`config.mk`:
```
export PLATFORM = sky130hd
export DESIGN_NAME = smartnic_250mhz
export DESIGN_NICKNAME = d
export VERILOG_FILES = /design/src/common/smartnic_axis_pkg.sv /design/src/common/smartnic_reg_pkg.sv /design/src/regs/smartnic_250mhz_decoder.sv /design/src/regs/smartnic_250mhz_reg_blk.sv /design/src/verilog/axis_reg_slice.sv /design/src/verilog/smartnic_250mhz.sv /design/src/verilog/smartnic_250mhz_reset.sv
export VERILOG_INCLUDE_DIRS = /design/src /design/src/common
export SDC_FILE = /design/constraint.sdc
export NUM_CORES = 1
export LEC_CHECK = 0
export BUFFER_PORTS_ARGS = -buffer_cell sky130_fd_sc_hd__buf_2
export CAP_MARGIN = 30
export CORE_MARGIN = 2
export CORE_UTILIZATION = 48
export DETAILED_ROUTE_END_ITERATION = 10
export GPL_ROUTABILITY_DRIVEN = 0
export PLACE_DENSITY = 0.79
export SETUP_SLACK_MARGIN = 0.3
export SLEW_MARGIN = 20
export SYNTH_ARGS = -nofsm -noshare
export SYNTH_HDL_FRONTEND = slang
export SYNTH_SLANG_ARGS = --single-unit
```
`constraint.sdc`:
```
create_clock -name i_axis_aclk -period 9.85 [get_ports i_axis_aclk]
set_input_delay 0.985 -clock i_axis_aclk [delete_from_list [all_inputs] [get_ports i_axis_aclk]]
set_output_delay 0.985 -clock i_axis_aclk [all_outputs]
set_load 0.01 [all_outputs]
```
`src/common/smartnic_250mhz_consts.svh`:
```
`ifndef SMARTNIC_250MHZ_CONSTS_SVH
`define SMARTNIC_250MHZ_CONSTS_SVH

// Stream widths
`define SNIC_DATA_W       64
`define SNIC_KEEP_W       8
`define SNIC_TUSER_W      16
`define SNIC_RSS_W        12

// Register access widths
`define SNIC_ADDR_W       32
`define SNIC_OFF_W        12
`define SNIC_REG_W        32

`define SNIC_ID           32'h0250_C0DE

// Register offsets within the block
`define SNIC_REG_ID       12'h000
`define SNIC_REG_SCRATCH  12'h004
`define SNIC_REG_H2C_PKTS 12'h008
`define SNIC_REG_C2H_PKTS 12'h00C
`define SNIC_REG_CTRL     12'h010

// Port codes written into the sideband dst field
`define SNIC_H2C_DST      16'h0040
`define SNIC_C2H_DST      16'h0001

// Core reset hold, in cycles
`define SNIC_RST_HOLD     8

`endif

```
`src/common/smartnic_axis_pkg.sv`:
```
`include "smartnic_250mhz_consts.svh"

package smartnic_axis_pkg;

    // ----------------------------------------
    // Sideband
    // ----------------------------------------
    typedef struct packed {
        logic [`SNIC_TUSER_W-1:0] size;
        logic [`SNIC_TUSER_W-1:0] src;
        logic [`SNIC_TUSER_W-1:0] dst;
    } tuser_h2c_t;

    // Receive side also carries the RSS hash, passed through untouched
    typedef struct packed {
        logic [`SNIC_TUSER_W-1:0] size;
        logic [`SNIC_TUSER_W-1:0] src;
        logic [`SNIC_TUSER_W-1:0] dst;
        logic                     rss_hash_valid;
        logic [`SNIC_RSS_W-1:0]   rss_hash;
    } tuser_c2h_t;

    // ----------------------------------------
    // Stream beats
    // ----------------------------------------
    typedef struct packed {
        logic [`SNIC_DATA_W-1:0] tdata;
        logic [`SNIC_KEEP_W-1:0] tkeep;
        logic                    tlast;
        tuser_h2c_t              tuser;
    } axis_h2c_beat_t;

    typedef struct packed {
        logic [`SNIC_DATA_W-1:0] tdata;
        logic [`SNIC_KEEP_W-1:0] tkeep;
        logic                    tlast;
        tuser_c2h_t              tuser;
    } axis_c2h_beat_t;

endpackage : smartnic_axis_pkg

```
`src/common/smartnic_reg_pkg.sv`:
```
`include "smartnic_250mhz_consts.svh"

package smartnic_reg_pkg;

    // Held by the host for the whole request phase
    typedef struct packed {
        logic [`SNIC_ADDR_W-1:0] addr;
        logic [`SNIC_REG_W-1:0]  wdata;
        logic                    wr;
    } reg_cmd_t;

    // Valid while ack is high
    typedef struct packed {
        logic [`SNIC_REG_W-1:0] rdata;
        logic                   err;
    } reg_rsp_t;

    // Single-cycle operation, decoder to register block
    typedef struct packed {
        logic                   valid;
        logic [`SNIC_OFF_W-1:0] offset;
        logic [`SNIC_REG_W-1:0] wdata;
        logic                   wr;
    } reg_op_t;

endpackage : smartnic_reg_pkg

```
`src/regs/smartnic_250mhz_decoder.sv`:
```
`include "smartnic_250mhz_consts.svh"

module smartnic_250mhz_decoder (
    input  logic                       i_axis_aclk,
    input  logic                       i_core_rst_n,
    input  logic                       i_req,
    input  smartnic_reg_pkg::reg_cmd_t i_reg_cmd,
    output logic                       o_ack,
    output smartnic_reg_pkg::reg_rsp_t o_reg_rsp,
    output smartnic_reg_pkg::reg_op_t  o_op,
    input  smartnic_reg_pkg::reg_rsp_t i_op_rsp
);

    import smartnic_reg_pkg::*;

    localparam reg_rsp_t MISS_RSP = '{rdata: '0, err: 1'b1};

    logic     busy;
    logic     start;
    logic     blk_hit;
    logic [1:0] pend;
    logic [1:0] miss;

    // A held request after ack is not a new one
    assign start   = i_req && !busy;
    assign blk_hit = (i_reg_cmd.addr[`SNIC_ADDR_W-1:`SNIC_OFF_W] == '0);

    // ----------------------------------------
    // Request front end and ack
    // ----------------------------------------
    always_ff @(posedge i_axis_aclk) begin
        if (!i_core_rst_n) begin
            busy  <= 1'b0;
            pend  <= '0;
            miss  <= '0;
            o_op  <= '0;
            o_ack <= 1'b0;
        end else begin
            o_op.valid <= start && blk_hit;
            if (start) begin
                o_op.offset <= i_reg_cmd.addr[`SNIC_OFF_W-1:0];
                o_op.wdata  <= i_reg_cmd.wdata;
                o_op.wr     <= i_reg_cmd.wr;
                busy        <= 1'b1;
            end else if (o_ack && !i_req) begin
                busy <= 1'b0;
            end

            // Misses follow the same two-stage schedule as hits
            pend <= {pend[0], start};
            miss <= {miss[0], start && !blk_hit};

            if (pend[1]) begin
                o_ack <= 1'b1;
            end else if (!i_req) begin
                o_ack <= 1'b0;
            end
        end
    end

    // Response return captured together with the ack
    always_ff @(posedge i_axis_aclk) begin
        if (pend[1]) begin
            o_reg_rsp <= miss[1] ? MISS_RSP : i_op_rsp;
        end
    end

endmodule : smartnic_250mhz_decoder

```
`src/regs/smartnic_250mhz_reg_blk.sv`:
```
`include "smartnic_250mhz_consts.svh"

module smartnic_250mhz_reg_blk (
    input  logic                       i_axis_aclk,
    input  logic                       i_core_rst_n,
    input  smartnic_reg_pkg::reg_op_t  i_op,
    output smartnic_reg_pkg::reg_rsp_t o_op_rsp,
    input  logic                       i_h2c_out_valid,
    input  logic                       i_h2c_out_ready,
    input  logic                       i_h2c_out_last,
    input  logic                       i_c2h_out_valid,
    input  logic                       i_c2h_out_ready,
    input  logic                       i_c2h_out_last
);

    import smartnic_reg_pkg::*;

    logic [`SNIC_REG_W-1:0] scratch;
    logic [`SNIC_REG_W-1:0] h2c_pkts;
    logic [`SNIC_REG_W-1:0] c2h_pkts;
    logic                   wr_en;
    logic                   cnt_clr;
    logic                   h2c_eop;
    logic                   c2h_eop;
    reg_rsp_t               rsp_d;

    assign wr_en   = i_op.valid && i_op.wr;
    assign cnt_clr = wr_en && (i_op.offset == `SNIC_REG_CTRL) && i_op.wdata[0];

    // Packet ends as seen at the path outputs
    assign h2c_eop = i_h2c_out_valid && i_h2c_out_ready && i_h2c_out_last;
    assign c2h_eop = i_c2h_out_valid && i_c2h_out_ready && i_c2h_out_last;

    // ----------------------------------------
    // Read data and offset check
    // ----------------------------------------
    always_comb begin
        rsp_d = '0;
        case (i_op.offset)
            `SNIC_REG_ID:       rsp_d.rdata = `SNIC_ID;
            `SNIC_REG_SCRATCH:  rsp_d.rdata = scratch;
            `SNIC_REG_H2C_PKTS: rsp_d.rdata = h2c_pkts;
            `SNIC_REG_C2H_PKTS: rsp_d.rdata = c2h_pkts;
            `SNIC_REG_CTRL:     rsp_d.rdata = '0;
            default:            rsp_d.err   = 1'b1;
        endcase
        // Writes answer with zero data
        if (i_op.wr) begin
            rsp_d.rdata = '0;
        end
    end

    always_ff @(posedge i_axis_aclk) begin
        if (i_op.valid) begin
            o_op_rsp <= rsp_d;
        end
    end

    // ----------------------------------------
    // Scratch and packet counters
    // ----------------------------------------
    always_ff @(posedge i_axis_aclk) begin
        if (!i_core_rst_n) begin
            scratch  <= '0;
            h2c_pkts <= '0;
            c2h_pkts <= '0;
        end else begin
            if (wr_en && (i_op.offset == `SNIC_REG_SCRATCH)) begin
                scratch <= i_op.wdata;
            end
            // Clear wins over a packet ending in the same cycle
            if (cnt_clr) begin
                h2c_pkts <= '0;
                c2h_pkts <= '0;
            end else begin
                if (h2c_eop) begin
                    h2c_pkts <= h2c_pkts + 1'b1;
                end
                if (c2h_eop) begin
                    c2h_pkts <= c2h_pkts + 1'b1;
                end
            end
        end
    end

endmodule : smartnic_250mhz_reg_blk

```
`src/verilog/axis_reg_slice.sv`:
```
module axis_reg_slice #(
    parameter type BEAT_T = logic
) (
    input  logic  i_axis_aclk,
    input  logic  i_core_rst_n,
    input  logic  i_valid,
    input  BEAT_T i_beat,
    output logic  o_ready,
    output logic  o_valid,
    output BEAT_T o_beat,
    input  logic  i_ready
);

    logic  skid_vld;
    logic  skid_vld_d;
    logic  main_vld_d;
    logic  ready_q;
    logic  in_fire;
    logic  main_free;
    BEAT_T skid_beat;

    assign o_ready = ready_q;

    assign in_fire   = i_valid && ready_q;
    // Main register empty or draining this cycle
    assign main_free = !o_valid || i_ready;

    always_comb begin
        main_vld_d = o_valid;
        skid_vld_d = skid_vld;
        if (main_free) begin
            // Skid beat goes first to keep order
            main_vld_d = skid_vld || in_fire;
            skid_vld_d = 1'b0;
        end else if (in_fire) begin
            skid_vld_d = 1'b1;
        end
    end

    always_ff @(posedge i_axis_aclk) begin
        if (!i_core_rst_n) begin
            o_valid  <= 1'b0;
            skid_vld <= 1'b0;
            ready_q  <= 1'b0;
        end else begin
            o_valid  <= main_vld_d;
            skid_vld <= skid_vld_d;
            ready_q  <= !skid_vld_d;
        end
    end

    always_ff @(posedge i_axis_aclk) begin
        if (main_free) begin
            o_beat <= skid_vld ? skid_beat : i_beat;
        end else if (in_fire) begin
            skid_beat <= i_beat;
        end
    end

endmodule : axis_reg_slice

```
`src/verilog/smartnic_250mhz.sv`:
```
`include "smartnic_250mhz_consts.svh"

module smartnic_250mhz (
    input  logic                             i_axis_aclk,
    input  logic                             i_rst_n,
    input  logic                             i_mod_rstn,
    output logic                             o_rst_done,

    input  logic                             i_req,
    input  smartnic_reg_pkg::reg_cmd_t       i_reg_cmd,
    output logic                             o_ack,
    output smartnic_reg_pkg::reg_rsp_t       o_reg_rsp,

    input  logic                             i_h2c_valid,
    input  smartnic_axis_pkg::axis_h2c_beat_t i_h2c_beat,
    output logic                             o_h2c_ready,

    output logic                             o_tx_valid,
    output smartnic_axis_pkg::axis_h2c_beat_t o_tx_beat,
    input  logic                             i_tx_ready,

    input  logic                             i_rx_valid,
    input  smartnic_axis_pkg::axis_c2h_beat_t i_rx_beat,
    output logic                             o_rx_ready,

    output logic                             o_c2h_valid,
    output smartnic_axis_pkg::axis_c2h_beat_t o_c2h_beat,
    input  logic                             i_c2h_ready
);

    import smartnic_axis_pkg::*;
    import smartnic_reg_pkg::*;

    logic           core_rst_n;
    reg_op_t        reg_op;
    reg_rsp_t       op_rsp;

    logic           h2c_mid_valid;
    logic           h2c_mid_ready;
    axis_h2c_beat_t h2c_mid_beat;
    axis_h2c_beat_t h2c_mid_fix;

    logic           c2h_mid_valid;
    logic           c2h_mid_ready;
    axis_c2h_beat_t c2h_mid_beat;
    axis_c2h_beat_t c2h_mid_fix;

    // ----------------------------------------
    // Reset and register access
    // ----------------------------------------
    smartnic_250mhz_reset i_smartnic_250mhz_reset (
        .i_axis_aclk  (i_axis_aclk),
        .i_rst_n      (i_rst_n),
        .i_mod_rstn   (i_mod_rstn),
        .o_core_rst_n (core_rst_n),
        .o_rst_done   (o_rst_done)
    );

    smartnic_250mhz_decoder i_smartnic_250mhz_decoder (
        .i_axis_aclk  (i_axis_aclk),
        .i_core_rst_n (core_rst_n),
        .i_req        (i_req),
        .i_reg_cmd    (i_reg_cmd),
        .o_ack        (o_ack),
        .o_reg_rsp    (o_reg_rsp),
        .o_op         (reg_op),
        .i_op_rsp     (op_rsp)
    );

    // Counter taps sit on the path outputs
    smartnic_250mhz_reg_blk i_smartnic_250mhz_reg_blk (
        .i_axis_aclk     (i_axis_aclk),
        .i_core_rst_n    (core_rst_n),
        .i_op            (reg_op),
        .o_op_rsp        (op_rsp),
        .i_h2c_out_valid (o_tx_valid),
        .i_h2c_out_ready (i_tx_ready),
        .i_h2c_out_last  (o_tx_beat.tlast),
        .i_c2h_out_valid (o_c2h_valid),
        .i_c2h_out_ready (i_c2h_ready),
        .i_c2h_out_last  (o_c2h_beat.tlast)
    );

    // ----------------------------------------
    // Port code rewrite between the slices
    // ----------------------------------------
    always_comb begin
        h2c_mid_fix           = h2c_mid_beat;
        h2c_mid_fix.tuser.dst = `SNIC_H2C_DST;
        c2h_mid_fix           = c2h_mid_beat;
        c2h_mid_fix.tuser.dst = `SNIC_C2H_DST;
    end

    // ----------------------------------------
    // H2C path, DMA to adapter TX
    // ----------------------------------------
    axis_reg_slice #(.BEAT_T(axis_h2c_beat_t)) i_axis_reg_slice__qdma_h2c (
        .i_axis_aclk  (i_axis_aclk),
        .i_core_rst_n (core_rst_n),
        .i_valid      (i_h2c_valid),
        .i_beat       (i_h2c_beat),
        .o_ready      (o_h2c_ready),
        .o_valid      (h2c_mid_valid),
        .o_beat       (h2c_mid_beat),
        .i_ready      (h2c_mid_ready)
    );

    axis_reg_slice #(.BEAT_T(axis_h2c_beat_t)) i_axis_reg_slice__adap_tx (
        .i_axis_aclk  (i_axis_aclk),
        .i_core_rst_n (core_rst_n),
        .i_valid      (h2c_mid_valid),
        .i_beat       (h2c_mid_fix),
        .o_ready      (h2c_mid_ready),
        .o_valid      (o_tx_valid),
        .o_beat       (o_tx_beat),
        .i_ready      (i_tx_ready)
    );

    // ----------------------------------------
    // C2H path, adapter RX to DMA
    // ----------------------------------------
    axis_reg_slice #(.BEAT_T(axis_c2h_beat_t)) i_axis_reg_slice__adap_rx (
        .i_axis_aclk  (i_axis_aclk),
        .i_core_rst_n (core_rst_n),
        .i_valid      (i_rx_valid),
        .i_beat       (i_rx_beat),
        .o_ready      (o_rx_ready),
        .o_valid      (c2h_mid_valid),
        .o_beat       (c2h_mid_beat),
        .i_ready      (c2h_mid_ready)
    );

    axis_reg_slice #(.BEAT_T(axis_c2h_beat_t)) i_axis_reg_slice__qdma_c2h (
        .i_axis_aclk  (i_axis_aclk),
        .i_core_rst_n (core_rst_n),
        .i_valid      (c2h_mid_valid),
        .i_beat       (c2h_mid_fix),
        .o_ready      (c2h_mid_ready),
        .o_valid      (o_c2h_valid),
        .o_beat       (o_c2h_beat),
        .i_ready      (i_c2h_ready)
    );

endmodule : smartnic_250mhz

```
`src/verilog/smartnic_250mhz_reset.sv`:
```
`include "smartnic_250mhz_consts.svh"

module smartnic_250mhz_reset (
    input  logic i_axis_aclk,
    input  logic i_rst_n,
    input  logic i_mod_rstn,
    output logic o_core_rst_n,
    output logic o_rst_done
);

    localparam int HOLD  = `SNIC_RST_HOLD;
    localparam int CNT_W = $clog2(HOLD + 1);

    logic             rst_req;
    logic [CNT_W-1:0] hold_cnt;
    logic             done_q;

    // Either source restarts the hold
    assign rst_req = !i_rst_n || !i_mod_rstn;

    always_ff @(posedge i_axis_aclk) begin
        if (rst_req) begin
            hold_cnt <= '0;
            done_q   <= 1'b0;
        end else if (!done_q) begin
            hold_cnt <= hold_cnt + 1'b1;
            if (hold_cnt == CNT_W'(HOLD - 1)) begin
                done_q <= 1'b1;
            end
        end
    end

    // Core release and done move together
    assign o_core_rst_n = done_q;
    assign o_rst_done   = done_q;

endmodule : smartnic_250mhz_reset
```
; ---- Yosys cells after proc, flatten, opt, wreduce, memory -nomap -nowiden
; Cells that the tools add are included.
[totals]
latch_bits = 0
mem_bits_ro = 0
mem_bits_rw = 0
mem_count = 0
reg_bits = 1155
[op_classes]
n_reduce_logical = 47
n_bitwise = 5
shifts = 0
eq_ne = 6
div = 0
order_cmp = 0
n_mux = 20
add_sub_neg = 3
multipliers = 0
[ops]
columns = operator, n
row1 = $mux 134, 2
row2 = $mux 121, 2
row3 = $pmux 32 s4, 1
row4 = $add 32x1->32 const B, 2
row5 = $eq 12x4->1 const B, 2
row6 = $logic_not 20->1, 1
row7 = $logic_and 1x1->1, 16
row8 = $mux 1, 15
row9 = $logic_not 1->1, 13
row10 = $eq 12x3->1 const B, 1
row11 = $eq 12x5->1 const B, 1
row12 = $logic_not 12->1, 1
row13 = $logic_or 1x1->1, 9
row14 = $reduce_and 2->1, 4
row15 = $not 1->1, 5
row16 = $reduce_or 5->1, 1
row17 = $add 4x1->4 const B, 1
row18 = $eq 4x3->1 const B, 1
row19 = $ne 2x1->1 const B, 1
row20 = $reduce_bool 2->1, 1
row21 = $reduce_or 2->1, 1

; ---- Logic depth before layout (Yosys ltp)
[depth]
word_depth = 4
ltp_mapped = 7

; ---- Cells and area by module
; From an unflattened synthesis, not the netlist that was laid out.
[unflattened]
cells_unflattened = 2574
hier_area_um2 = 47608.2
[by_module_without_submodules]
columns = module, n_inst, area_each_um2, seq_area_each_um2, cells_per_inst
row1 = axis_reg_slice at i_axis_reg_slice__adap_rx ..., 2, 9973.3, 8107.8, 427
row2 = axis_reg_slice at i_axis_reg_slice__adap_tx ..., 2, 9172.5, 7327.0, 387
row3 = smartnic_250mhz_reg_blk, 1, 5962.0, 2912.8, 634
row4 = smartnic_250mhz_decoder, 1, 3143.0, 2031.9, 289
row5 = smartnic_250mhz_reset, 1, 203.9, 100.1, 21
row6 = smartnic_250mhz, 1, 7.5, 0.0, 2

; ---- Worst setup path before layout
; No wires, ideal clock.
[synth_timing]
path_kind = input-to-reg
from = input i_c2h_ready
to = register i_axis_reg_slice__qdma_c2h.skid_beat[0] in the netlist's numbering, enable pin
stages = 2
arrival_ps = 8995
t_required_ps = 8673
setup_slack_ps = -322
cell_sequence = nand2b_1 nor2_1
[synth_between]
elab_chain_len = 3
[synth_lines]
columns = item, line_no
row1 = start: declaration, smartnic_250mhz.sv:28  ; input logic i_c2h_ready
row2 = $logic_or 1x1->1, axis_reg_slice.sv:26  ; assign main_free = !o_valid || i_ready;
row3 = $not 1->1 (no line), n/a
row4 = $reduce_and 2->1 (no line), n/a
row5 = end signal: assignment, axis_reg_slice.sv:56  ; skid_beat <= i_beat;
row6 = end: declaration, axis_reg_slice.sv:20  ; BEAT_T skid_beat;
; Every way passes these cells.
; A chain may end at the register's enable or synchronous reset.

; ---- Worst setup path in the final report
[layout_timing]
from = input i_c2h_ready
to = register i_axis_reg_slice__qdma_c2h.skid_beat[64] in the netlist's numbering, enable pin
; Same word-level chain as after synthesis.

==> metrics.md <==
| Metric | Value |
|---|---|
| Status | `completed` |
| Headroom to the max-slew limit | `0.354` |
| Synth cell types | `48` |
| Startpoint types | `input pin` |
| Synth top area share | `0.682` |
| Final Setup Violations | `0` |
| Core ar. | `86900 um2` |
| Hold path depth | `1` |
| Minimum clock period | `around 3.3 ns` |
| Share of cells above drive strength 1 | `0.399` |
| FMAX | `0.301 GHz` |
| Switching pwr | `0.00194 W` |
| Leak | `17.4 nW` |
| Combinational share of power | `0.029` |
| Worst Skew | `just under 0.03 ns` |
| Top-count cell post-synth | `edfxtp_1` |
| Fin. max-slew vios | `0` |
| Total gr overflow | `0` |
| Setup WS post-layout | `6.53 ns` |
| Number of global-route vias before repair | `22800` |
| Unrepaired setup endpoints after global routing | `false` |
| Hold worst-path end | `i_smartnic_250mhz_decoder.pend[1]` |
| Post-synthesis register bit count | `1123` |
| Routed Antenna Nets | `0` |
| CTS H-tree lvls | `3` |
| Slew @ Worst Pin | `0.969 ns` |
| Port bufs | `557` |
| Routed WL | `90400 um` |
| Sequential Power Share | `0.545` |
| I/O pins | `622` |
| Latest clock arrival within the worst-skew pair | `0.70 ns` |
| Post-CTS Hold Buffers | `0` |
| Power Density | `slightly below 200 nW/um2` |
| HPWL after DPL | `approximately 58000 um` |
| HP Start | `i_smartnic_250mhz_decoder.pend[0]` |
| Reg2Reg Setup Slack | `6.63 ns` |
| Clk pwr share | `0.426` |
| Post-synth EDFFs | `958` |
| Setup crit end kind | `flip-flop` |
| Ys async rst share | `0` |
| Max_cap viols | `0` |
| Most common library cells after synthesis | `edfxtp_1, mux2_2, dfxtp_1` |
| Routed length per instance | `between 20 and 25 um` |
| Cell internal pwr | `0.00775 W` |
| All-layer global routing usage | `0.195` |
| RR Endpoint | `i_axis_reg_slice__qdma_c2h.skid_beat[64]` |
| Die Y | `300 um` |
| Synth warn | `0` |
| Nets | `about 3400` |
| Max Buffers Root-to-Sink | `3` |
| CTS Root Cell | `clkbuf_16` |
| Place WS | `5.75 ns` |
| Mapped Avg Cell Area | `approximately 17 um2` |
| Cts bufs inserted | `110` |
| CP Data Required Time | `10.20 ns` |
| TritonCTS clock tree | `built` |
| Largest net degree at the start of global routing | `about 110` |
| Post-CTS Setup Bufs | `0` |
| Arrival @ worst endpoint | `3.67 ns` |
| Synth area leader | `edfxtp_1` |
| Min-Delay Path Class | `flip-flop to flip-flop` |
| Drt first pass iters | `5` |
| Initial antenna violation count | `32` |
| Cell Area, Synth | `about 42000 um2` |
| Die ar. | `between 90000 and 100000 um2` |
| Initial core utilization | `0.485` |
| Routed vias/inst | `5.33` |
| Total negative slack | `0 ns` |
| Clock Sinks | `1123` |
| Worst r2r path cells | `5` |
| Worst VDD drop | `0.000185 V` |
| Synth Flop Type | `edfxtp_1` |
| Tcrit/Tclk final | `0.337` |
| Via count | `22900` |
| Chip width | `300 um` |
| First-pass GRT wire length | `134000 um` |
| Clock-pin slew on the worst setup and hold paths | `0.06 ns` |
| # rows | `between 100 and 150` |
| Post-cts sizing count | `0` |
| FF-to-FF Start | `i_axis_reg_slice__qdma_c2h.o_valid` |
| Main area contributors after synthesis | `edfxtp_1, mux2_2, dfxtp_1, a21boi_0, nand2_1` |
| Critical path type | `input pin to flip-flop` |
| Area Overhead vs Synth | `18.3%` |
| CP Max Fanout | `59` |
| Fin. Hold Viols | `0` |
| Residual DRC count | `0` |
| DR iter-0 viols | `1621` |
| Net Sw Frac | `0.200` |
| Cells after Synth | `2449` |
| # fillers | `6487` |
| Sequential area share after synthesis | `0.760` |
## power by group through the flow
stage          clock network (W)  logic [W]  registers (W)
6_report                 0.00413   0.000278        0.00528
2_1_floorplan                  0   0.000104        0.00540
5_1_grt                  0.00439   0.000300        0.00529
3_3_place_gp                   0   0.000266        0.00538
3_5_place_dp                   0   0.000276        0.00538
4_1_cts                  0.00422   0.000280        0.00528
## through the flow
stage	total power (W)	cell area [um2]	hold slack [ns]	cells	util
2_1_floorplan	0.00550	42300	0.412	2479	-
3_3_place_gp	0.00564	46100	0.416	4061	0.530
3_5_place_dp	0.00566	46200	0.418	4066	0.531
4_1_cts	0.00978	49700	0.419	4271	0.573
5_1_grt	0.00998	49900	0.436	4291	0.574
6_report	0.00969	49900	0.432	4295	0.574
## cells in the final DEF (no fill, tap or decap), types with 45 or more instances in the layout
cell / netlist / layout
a21boi_0: 81 / 81
a21oi_1: 45 / 45
buf_2: 0 / 557
clkbuf_16: 0 / 112
dfxtp_1: 165 / 159
edfxtp_1: 958 / 958
mux2_2: 467 / 467
nand2_1: 118 / 117
nand3_1: 62 / 62
nor2_1: 69 / 65
o21ai_0: 46 / 46
## state kept, by name (all words and copies together), names as in the netlist, 33 cells and up
register and count:
i_axis_reg_slice__adap_rx.o_beat 118, i_axis_reg_slice__adap_rx.skid_beat 118, i_axis_reg_slice__adap_tx.o_beat 105, i_axis_reg_slice__adap_tx.skid_beat 105, i_axis_reg_slice__qdma_c2h.o_beat 118, i_axis_reg_slice__qdma_c2h.skid_beat 118, i_axis_reg_slice__qdma_h2c.o_beat 105, i_axis_reg_slice__qdma_h2c.skid_beat 105
i_smartnic_250mhz_decoder.o_op 46, i_smartnic_250mhz_decoder.o_reg_rsp 33, i_smartnic_250mhz_reg_blk.o_op_rsp 33
## worst max-delay path by stage
stage	start	end	slack, ns	depth (start not counted)
finish	i_c2h_ready	i_axis_reg_slice__qdma_c2h.skid_beat[64]	6.53	6
global route	i_c2h_ready	i_axis_reg_slice__qdma_c2h.skid_beat[96]	6.36	6
CTS	i_c2h_ready	i_axis_reg_slice__qdma_c2h.skid_beat[64]	6.53	6
detailed placement	i_c2h_ready	i_axis_reg_slice__qdma_c2h.skid_beat[69]	5.75	6
global placement	i_c2h_ready	i_axis_reg_slice__qdma_c2h.skid_beat[69]	5.57	5
floorplan	i_axis_reg_slice__qdma_c2h.o_ready	i_axis_reg_slice__adap_rx.skid_beat[0]	0.35	2
## worst max-delay path, stage by stage
cell      delay (ns)
buf_2           0.12
nand2b_4        0.52
nor2_4          0.71
buf_4           0.48
buf_4           0.42
buf_16          0.31
## logic make-up (layout without fill, tap and decap cells)
kind of cell / count (synthesis) / count (layout) / share of synthesized area
buffers and inverters: 164 / 804 / 0.0180
xor gates and xnor gates: 22 / 22 / 0.00457
muxes: 483 / 483 / 0.128
and+or+nand+nor: 418 / 418 / 0.0510
AOI/OAI and AO/OA: 234 / 234 / 0.0364
adders and majority gates: 3 / 3 / 0.000890
other: 2 / 53 / 0.000178
DFF: 1123 / 1123 / 0.760
## layout make-up
type,instances,area [um2],share of cell area
Antenna cell,21,52.6,0.00105
Multi-Input combinational cell,1192,9520,0.191
Clock buffer,138,2920,0.0585
Tap cell,1155,1450,0.0290
Sequential cell,1123,32100,0.643
Clock inverter,67,648,0.0130
Inverter,6,22.5,0.000452
Timing Repair Buffer,593,3180,0.0637
## routing by layer
layer  global-route usage  routed length (um)  up-vias
li1                     -                   -    10500
met3               0.0602                6870      195
met2                0.321               45000      723
met4               0.0794                3010       22
met5                    0                 138        -
met1                0.239               35400    11400
No activity file was read; power rests on OpenSTA's default activity.
